<file path="config.mk">
export PLATFORM = sky130hd
export DESIGN_NAME = clint_top
export DESIGN_NICKNAME = d
export VERILOG_FILES = /design/src/rtl/clint_pkg.sv /design/src/rtl/clint_reg_if.sv /design/src/rtl/clint_top.sv /design/src/rtl/clint_regs.sv /design/src/rtl/clint_axi_slave.sv
export SDC_FILE = /design/constraint.sdc
export NUM_CORES = 1
export LEC_CHECK = 0
export BUFFER_PORTS_ARGS = -buffer_cell sky130_fd_sc_hd__buf_2
export CORE_ASPECT_RATIO = 1.75
export CORE_MARGIN = 8
export CORE_UTILIZATION = 37
export DETAILED_ROUTE_END_ITERATION = 8
export GPL_TIMING_DRIVEN = 0
export PLACE_DENSITY = 0.57
export SETUP_SLACK_MARGIN = 0.4
export SYNTH_ARGS = -nofsm -noshare
export SYNTH_HDL_FRONTEND = slang
export SYNTH_HIERARCHICAL = 1
export SYNTH_SLANG_ARGS = --single-unit
</file>
<file path="constraint.sdc">
create_clock -name S_AXI_ACLK -period 8.6 [get_ports S_AXI_ACLK]
set_input_delay 0.86 -clock S_AXI_ACLK [delete_from_list [all_inputs] [get_ports S_AXI_ACLK]]
set_output_delay 0.86 -clock S_AXI_ACLK [all_outputs]
set_load 0.01 [all_outputs]
</file>
<file path="src/rtl/clint_pkg.sv">
package clint_pkg;

    // register map, one hart
    localparam logic [15:0] CLINT_MSIP_ADDR       = 16'h0000;
    localparam logic [15:0] CLINT_MTIMECMP_ADDR   = 16'h4000;
    localparam logic [15:0] CLINT_MTIMECMP_ADDR_H = 16'h4004;
    localparam logic [15:0] CLINT_MTIME_ADDR      = 16'hBFF8;
    localparam logic [15:0] CLINT_MTIME_ADDR_H    = 16'hBFFC;

    localparam logic [1:0] RESP_OKAY = 2'b00;

    // register picked by the address decoder
    typedef enum logic [2:0] {
        REG_NONE,
        REG_MSIP,
        REG_MTIMECMP_LO,
        REG_MTIMECMP_HI,
        REG_MTIME_LO,
        REG_MTIME_HI
    } clint_reg_e;

    typedef enum logic [1:0] {
        WR_IDLE,
        WR_ADDR,
        WR_DATA,  // address held, waiting for W
        WR_RESP
    } wr_state_e;

    typedef enum logic [1:0] {
        RD_IDLE,
        RD_ADDR,
        RD_DATA
    } rd_state_e;

endpackage
</file>
<file path="src/rtl/clint_reg_if.sv">
`timescale 1ns/100ps

interface clint_reg_if;
    import clint_pkg::*;

    logic        wr_en;    // one-cycle pulse
    clint_reg_e  wr_sel;
    logic [31:0] wr_data;
    logic [3:0]  wr_strb;
    logic        rd_en;    // one-cycle pulse
    clint_reg_e  rd_sel;
    logic [31:0] rd_data;  // valid the cycle after rd_en

    modport bus (
        output wr_en, wr_sel, wr_data, wr_strb, rd_en, rd_sel,
        input  rd_data
    );

    modport regs (
        input  wr_en, wr_sel, wr_data, wr_strb, rd_en, rd_sel,
        output rd_data
    );

endinterface

</file>
<file path="src/rtl/clint_top.sv">
`timescale 1ns/100ps

module clint_top #(
    parameter int addr_width = 16
) (
    input  logic                  S_AXI_ACLK,
    input  logic                  S_AXI_ARESETN,
    input  logic [addr_width-1:0] s_axi_awaddr,
    input  logic [2:0]            s_axi_awprot,
    input  logic                  s_axi_awvalid,
    output logic                  s_axi_awready,
    input  logic [63:0]           s_axi_wdata,
    input  logic [7:0]            s_axi_wstrb,
    input  logic                  s_axi_wvalid,
    output logic                  s_axi_wready,
    output logic [1:0]            s_axi_bresp,
    output logic                  s_axi_bvalid,
    input  logic                  s_axi_bready,
    input  logic [addr_width-1:0] s_axi_araddr,
    input  logic [2:0]            s_axi_arprot,
    input  logic                  s_axi_arvalid,
    output logic                  s_axi_arready,
    output logic [63:0]           s_axi_rdata,
    output logic [1:0]            s_axi_rresp,
    output logic                  s_axi_rvalid,
    input  logic                  s_axi_rready,
    output logic                  timer_irq,
    output logic                  soft_irq
);

    clint_reg_if reg_if ();

    clint_axi_slave #(
        .addr_width(addr_width)
    ) axi_slave_i (
        .S_AXI_ACLK   (S_AXI_ACLK),
        .S_AXI_ARESETN(S_AXI_ARESETN),
        .s_axi_awaddr (s_axi_awaddr),
        .s_axi_awprot (s_axi_awprot),
        .s_axi_awvalid(s_axi_awvalid),
        .s_axi_awready(s_axi_awready),
        .s_axi_wdata  (s_axi_wdata),
        .s_axi_wstrb  (s_axi_wstrb),
        .s_axi_wvalid (s_axi_wvalid),
        .s_axi_wready (s_axi_wready),
        .s_axi_bresp  (s_axi_bresp),
        .s_axi_bvalid (s_axi_bvalid),
        .s_axi_bready (s_axi_bready),
        .s_axi_araddr (s_axi_araddr),
        .s_axi_arprot (s_axi_arprot),
        .s_axi_arvalid(s_axi_arvalid),
        .s_axi_arready(s_axi_arready),
        .s_axi_rdata  (s_axi_rdata),
        .s_axi_rresp  (s_axi_rresp),
        .s_axi_rvalid (s_axi_rvalid),
        .s_axi_rready (s_axi_rready),
        .reg_bus      (reg_if.bus)
    );

    clint_regs regs_i (
        .S_AXI_ACLK   (S_AXI_ACLK),
        .S_AXI_ARESETN(S_AXI_ARESETN),
        .reg_bus      (reg_if.regs),
        .timer_irq    (timer_irq),
        .soft_irq     (soft_irq)
    );

endmodule

</file>
<file path="src/rtl/clint_regs.sv">
`timescale 1ns/100ps

module clint_regs (
    input  logic      S_AXI_ACLK,
    input  logic      S_AXI_ARESETN,
    clint_reg_if.regs reg_bus,
    output logic      timer_irq,
    output logic      soft_irq
);
    import clint_pkg::*;

    logic        msip;
    logic [63:0] mtime;
    logic [63:0] mtimecmp;
    logic [31:0] rd_word;

    // byte lanes with strobe set take the new data
    function automatic logic [31:0] merge_bytes(
        input logic [31:0] old_word,
        input logic [31:0] new_word,
        input logic [3:0]  strb
    );
        logic [31:0] result;
        result = old_word;
        for (int i = 0; i < 4; i++) begin
            if (strb[i]) begin
                result[i*8 +: 8] = new_word[i*8 +: 8];
            end
        end
        return result;
    endfunction

    always_ff @(posedge S_AXI_ACLK) begin
        if (!S_AXI_ARESETN) begin
            msip     <= 1'b0;
            mtimecmp <= '1;  // no timer irq out of reset
        end else if (reg_bus.wr_en) begin
            case (reg_bus.wr_sel)
                REG_MSIP: begin
                    if (reg_bus.wr_strb[0]) begin
                        msip <= reg_bus.wr_data[0];
                    end
                end
                REG_MTIMECMP_LO: begin
                    mtimecmp[31:0] <= merge_bytes(mtimecmp[31:0], reg_bus.wr_data,
                                                  reg_bus.wr_strb);
                end
                REG_MTIMECMP_HI: begin
                    mtimecmp[63:32] <= merge_bytes(mtimecmp[63:32], reg_bus.wr_data,
                                                   reg_bus.wr_strb);
                end
                default: ;
            endcase
        end
    end

    // free-running, a write to either word holds the count for that cycle
    always_ff @(posedge S_AXI_ACLK) begin
        if (!S_AXI_ARESETN) begin
            mtime <= '0;
        end else if (reg_bus.wr_en && reg_bus.wr_sel == REG_MTIME_LO) begin
            mtime[31:0] <= merge_bytes(mtime[31:0], reg_bus.wr_data, reg_bus.wr_strb);
        end else if (reg_bus.wr_en && reg_bus.wr_sel == REG_MTIME_HI) begin
            mtime[63:32] <= merge_bytes(mtime[63:32], reg_bus.wr_data, reg_bus.wr_strb);
        end else begin
            mtime <= mtime + 64'd1;
        end
    end

    always_ff @(posedge S_AXI_ACLK) begin
        if (reg_bus.rd_en) begin
            case (reg_bus.rd_sel)
                REG_MSIP:        rd_word <= {31'b0, msip};
                REG_MTIMECMP_LO: rd_word <= mtimecmp[31:0];
                REG_MTIMECMP_HI: rd_word <= mtimecmp[63:32];
                REG_MTIME_LO:    rd_word <= mtime[31:0];
                REG_MTIME_HI:    rd_word <= mtime[63:32];
                default:         rd_word <= 32'h0;  // unmapped
            endcase
        end
    end

    assign reg_bus.rd_data = rd_word;

    assign timer_irq = (mtime >= mtimecmp);
    assign soft_irq  = msip;

endmodule

</file>
<file path="src/rtl/clint_axi_slave.sv">
`timescale 1ns/100ps

module clint_axi_slave #(
    parameter int addr_width = 16
) (
    input  logic                  S_AXI_ACLK,
    input  logic                  S_AXI_ARESETN,
    input  logic [addr_width-1:0] s_axi_awaddr,
    input  logic [2:0]            s_axi_awprot,
    input  logic                  s_axi_awvalid,
    output logic                  s_axi_awready,
    input  logic [63:0]           s_axi_wdata,
    input  logic [7:0]            s_axi_wstrb,
    input  logic                  s_axi_wvalid,
    output logic                  s_axi_wready,
    output logic [1:0]            s_axi_bresp,
    output logic                  s_axi_bvalid,
    input  logic                  s_axi_bready,
    input  logic [addr_width-1:0] s_axi_araddr,
    input  logic [2:0]            s_axi_arprot,
    input  logic                  s_axi_arvalid,
    output logic                  s_axi_arready,
    output logic [63:0]           s_axi_rdata,
    output logic [1:0]            s_axi_rresp,
    output logic                  s_axi_rvalid,
    input  logic                  s_axi_rready,
    clint_reg_if.bus              reg_bus
);
    import clint_pkg::*;

    wr_state_e             wr_state;
    rd_state_e             rd_state;
    logic [addr_width-1:0] awaddr_q;
    logic [15:0]           wr_addr;
    logic                  wr_lane_hi;
    logic                  rd_lane_hi;
    logic                  aw_hs;
    logic                  w_hs;
    logic                  ar_hs;
    logic                  r_hs;

    // word address decode, bits 1:0 ignored
    function automatic clint_reg_e decode(input logic [15:0] addr);
        clint_reg_e sel;
        case (addr[15:2])
            CLINT_MSIP_ADDR[15:2]:       sel = REG_MSIP;
            CLINT_MTIMECMP_ADDR[15:2]:   sel = REG_MTIMECMP_LO;
            CLINT_MTIMECMP_ADDR_H[15:2]: sel = REG_MTIMECMP_HI;
            CLINT_MTIME_ADDR[15:2]:      sel = REG_MTIME_LO;
            CLINT_MTIME_ADDR_H[15:2]:    sel = REG_MTIME_HI;
            default:                     sel = REG_NONE;
        endcase
        return sel;
    endfunction

    assign s_axi_awready = (wr_state == WR_ADDR);
    // W only taken together with or after its AW
    assign s_axi_wready  = ((wr_state == WR_ADDR) && s_axi_awvalid) || (wr_state == WR_DATA);
    assign s_axi_bvalid  = (wr_state == WR_RESP);
    assign s_axi_bresp   = RESP_OKAY;

    assign aw_hs = s_axi_awvalid && s_axi_awready;
    assign w_hs  = s_axi_wvalid && s_axi_wready;

    assign wr_addr    = (wr_state == WR_DATA) ? awaddr_q[15:0] : s_axi_awaddr[15:0];
    assign wr_lane_hi = wr_addr[2];

    assign reg_bus.wr_en   = w_hs;
    assign reg_bus.wr_sel  = decode(wr_addr);
    assign reg_bus.wr_data = wr_lane_hi ? s_axi_wdata[63:32] : s_axi_wdata[31:0];
    assign reg_bus.wr_strb = wr_lane_hi ? s_axi_wstrb[7:4] : s_axi_wstrb[3:0];

    always_ff @(posedge S_AXI_ACLK) begin
        if (!S_AXI_ARESETN) begin
            wr_state <= WR_IDLE;
        end else begin
            case (wr_state)
                WR_IDLE: wr_state <= WR_ADDR;
                WR_ADDR: begin
                    if (aw_hs) begin
                        wr_state <= s_axi_wvalid ? WR_RESP : WR_DATA;
                    end
                end
                WR_DATA: begin
                    if (w_hs) begin
                        wr_state <= WR_RESP;
                    end
                end
                WR_RESP: begin
                    if (s_axi_bready) begin
                        wr_state <= WR_ADDR;
                    end
                end
                default: wr_state <= WR_IDLE;
            endcase
        end
    end

    always_ff @(posedge S_AXI_ACLK) begin
        if (aw_hs) begin
            awaddr_q <= s_axi_awaddr;  // used if W comes later
        end
    end

    assign s_axi_arready = (rd_state == RD_ADDR);
    assign s_axi_rvalid  = (rd_state == RD_DATA);
    assign s_axi_rresp   = RESP_OKAY;

    assign ar_hs = s_axi_arvalid && s_axi_arready;
    assign r_hs  = s_axi_rvalid && s_axi_rready;

    assign reg_bus.rd_en  = ar_hs;
    assign reg_bus.rd_sel = decode(s_axi_araddr[15:0]);

    // word goes back in the lane it was addressed in
    assign s_axi_rdata = rd_lane_hi ? {reg_bus.rd_data, 32'h0} : {32'h0, reg_bus.rd_data};

    always_ff @(posedge S_AXI_ACLK) begin
        if (!S_AXI_ARESETN) begin
            rd_state <= RD_IDLE;
        end else begin
            case (rd_state)
                RD_IDLE: rd_state <= RD_ADDR;
                RD_ADDR: begin
                    if (ar_hs) begin
                        rd_state <= RD_DATA;
                    end
                end
                RD_DATA: begin
                    if (r_hs) begin
                        rd_state <= RD_ADDR;
                    end
                end
                default: rd_state <= RD_IDLE;
            endcase
        end
    end

    always_ff @(posedge S_AXI_ACLK) begin
        if (ar_hs) begin
            rd_lane_hi <= s_axi_araddr[2];
        end
    end

endmodule

</file>
==> results.md <==
* Routed vias at about 12,000
* CP peak stage delay at approximately 500 ps
* Post-route clock skew at between 10 and 15 ps
* Die height at between 200 and 300 µm
* Worst setup SP type: register
* Seq/Total Area, Yosys at ~35%
* H-tree Lvls at 4
* Vias in the first global route at between 10,000 and 15,000
* Slew HR at approximately 2.9%
* # nets final at ~1,800
* Root buf cell: clkbuf_16
* Area Growth Syn to Fin at 17.5%
* Vias/cell at between 6 and 7
* Min-Delay Startpoint: regs_i/mtimecmp[16]
* Share of the synthesized area in the top cell type at 22.6%
* Setup WS pre-CTS at 3760 ps
* N_diodes at 0
* PD cells at 154 nW/µm²
* GRT Overall Usage at between 20 and 30%
* CP startpoint: axi_slave_i/wr_state[0]
* CTS tree: done
* Critical path type: register to register
* Dpl cell area at about 13,000 µm²
* Worst VDD drop at 0.000161 V
* Post-route cell area at between 10,000 and 15,000 µm²
* Fin crit period at about 4700 ps
* CP most frequent cell: clkbuf_1
* Initial core utilization at between 30% and 40%
* Max-slew violations at 0
* Count of final hold-check violations at 0
* Core Rows at 86
* Critical-path cell list: inv_1 -> ha_1 -> buf_6 -> mux2i_4 -> buf_6 -> buf_6 -> nor2_1 -> o2111ai_1 -> o31ai_1 -> clkbuf_1 -> inv_2 -> and3_1 -> clkbuf_1 -> and2_1 -> clkbuf_1 -> clkbuf_1 -> o211ai_1
* PnR worst setup slack at 3940 ps
* Largest net degree at the start of global routing at 35
* Reg2reg path depth at 17
* DR iter-0 viols at 981
* Status: finished, final reports clean
* Worst EP required at roughly 9000 ps
* Slowest cell on crit path: clkbuf_1
* DRT antenna net count at 0
* Mapped cell area at 11,800 µm²
* Max_cap viols at 0
* Fmax at roughly 0.21 GHz
* Clock latency on the worst-skew pair at about 460 ps
* Setup repair bufs after CTS at 0
* Resize count post-CTS at 0
* Worst Path Arrival at between 4000 and 5000 ps
* Post-synth ARST share at 0%
* Finish-stage setup viols at 0
* Gp weighted congestion at just over 1
* Met2 usage at between 40% and 50%
* DRC Markers at 0
* Commonest cells in the netlist: nand2_1 (153), dfxtp_1 (133), inv_1 (83), nand3_1 (76), a21oi_1 (70)
* Initial antenna violation count at 0
* Worst-margin pin slew at about 1400 ps
* Crit end category: register
* Mean area per synthesized cell at 8.54 µm²
* Post-synth top flop: dfxtp_1
* #FFs+latches synth at 180
* Remaining global-route overflow at 0
* CP Max Fanout at 10
* Synth warnings at 6
* Routed len/inst at roughly 26 µm
* Share of the clock period used by the worst path at between 50 and 60%
* Post-synth cell types at just under 90
* Most used routing layer: met2
* Longest Clk Path Bufs at 2
* Area leader, netlist: dfxtp_1
* I/O pin cnt at approximately 190
* Post-synth EDFFs at between 40 and 50
* DP HPWL at roughly 41 mm
* Most area-consuming cells after synthesis: dfxtp_1 (23%), edfxtp_1 (12%), ha_1 (7.2%), nand2_1 (4.9%), o211ai_1 (4.1%)
* Worst hold slack at approximately 490 ps
* Setup TNS at 0 ps
* First-pass GRT wire length at roughly 75 mm
* Most common cell in the netlist: nand2_1
* # port buffers at about 180
* FF-to-FF Start: axi_slave_i/wr_state[0]
* Clock sink count at 180
* Post-synthesis cell count at between 1,000 and 1,500
* Total CTS buffers at 17
* Layout cells sized above 1 at between 10% and 20%
* Leakage at slightly above 6 nW
* Die area at 38,100 µm²
* Met3 usage in global routing at 4.34%
* Worst hold path class: register to register
* Met1 Usage GRT at between 20 and 30%
* Aggregate routed wire length at around 52 mm
* Total core area at between 30,000 and 40,000 µm²
* Worst Hold Depth at 2
* Pre-antenna DRT Iters at 6
* RSZ-0062 raised after global routing: false
* CTS Hold Bufs at 0
* Worst-path clk slew at roughly 70 ps
* DIE WIDTH at approximately 150 µm
[placed cells by master (no fill, tap or decap), drive strengths merged, types with 47 or more instances in the layout]
cell    count
a21oi      70
and2       51
buf       189
clkbuf     89
dfxtp     133
edfxtp     47
ha         68
inv        87
nand2     153
nand3      78
nor2       68
o211ai     65
[metrics by stage]
step | instances | utilization, % | total power [mW]
final | 1988 | 44.1 | 2.13
after global routing | 1988 | 44.1 | 2.20
after floorplan | 1383 | - | 1.11
after global placement | 1956 | 42.0 | 1.24
after CTS | 1988 | 44.1 | 2.14
after detailed placement | 1956 | 42.0 | 1.24
[layout make-up]
class	count	area, µm²
timing repair buffer	177	886
sequential	180	4070
clock inverter	12	196
clock buffer	20	468
buffer	82	374
multi-input combinational	1037	7040
tap	396	495
inverter	84	315
fill	3176	17600
[registers in the layout, summed over array words and instances, names as in the netlist]
register                flops
regs_i/mtime               64
regs_i/mtimecmp            64
regs_i/reg_bus.rd_data     32
axi_slave_i/awaddr_q       14
axi_slave_i/rd_state        2
axi_slave_i/wr_state        2
axi_slave_i/rd_lane_hi      1
regs_i/soft_irq             1
[cells by family after synthesis]
kind of cell / after synthesis / synth area share [%]
muxes: 54 / 5.14
DFF: 180 / 34.6
buffers and inverters: 166 / 5.85
AOI/OAI and AO/OA: 367 / 22.5
other: 1 / 0.0318
and+or+nand+nor: 539 / 24.4
xor gates and xnor gates: 5 / 0.372
adders and majority gates: 68 / 7.22
[routing by layer]
metal / vias to the layer above / routed length, µm
met3: 157 / 3800
met4: 0 / 4600
li1: 5569 / -
met5: - / 0
met2: 589 / 25100
met1: 5805 / 18800
[path summary, 6_finish.rpt]
kind,endpoint,slack (ps)
worst max-delay path,regs_i/mtimecmp[4],3940
worst min-delay path,regs_i/mtimecmp[16],490
worst max register to register,regs_i/mtimecmp[4],3940
worst min register to register,regs_i/mtimecmp[16],490
[power breakdown]
| group | internal, mW | switching, mW | total [mW] |
|---|---|---|---|
| sequential | 0.894 | 0.0183 | 0.912 |
| clock | 0.542 | 0.361 | 0.902 |
| combinational | 0.117 | 0.196 | 0.313 |
[worst max-delay path, delay by kind of cell, from the launching register on]
| family | cells | cell delay [ps] |
|---|---|---|
| AO/OA/AOI/OAI | 3 | 420 |
| adder cells (fa/ha/maj) | 1 | 200 |
| buffers and inverters | 9 | 2540 |
| flip-flops | 1 | 390 |
| multiplexers | 1 | 320 |
| AND/OR/NAND/NOR | 3 | 620 |
No activity file was read; power rests on OpenSTA's default activity.
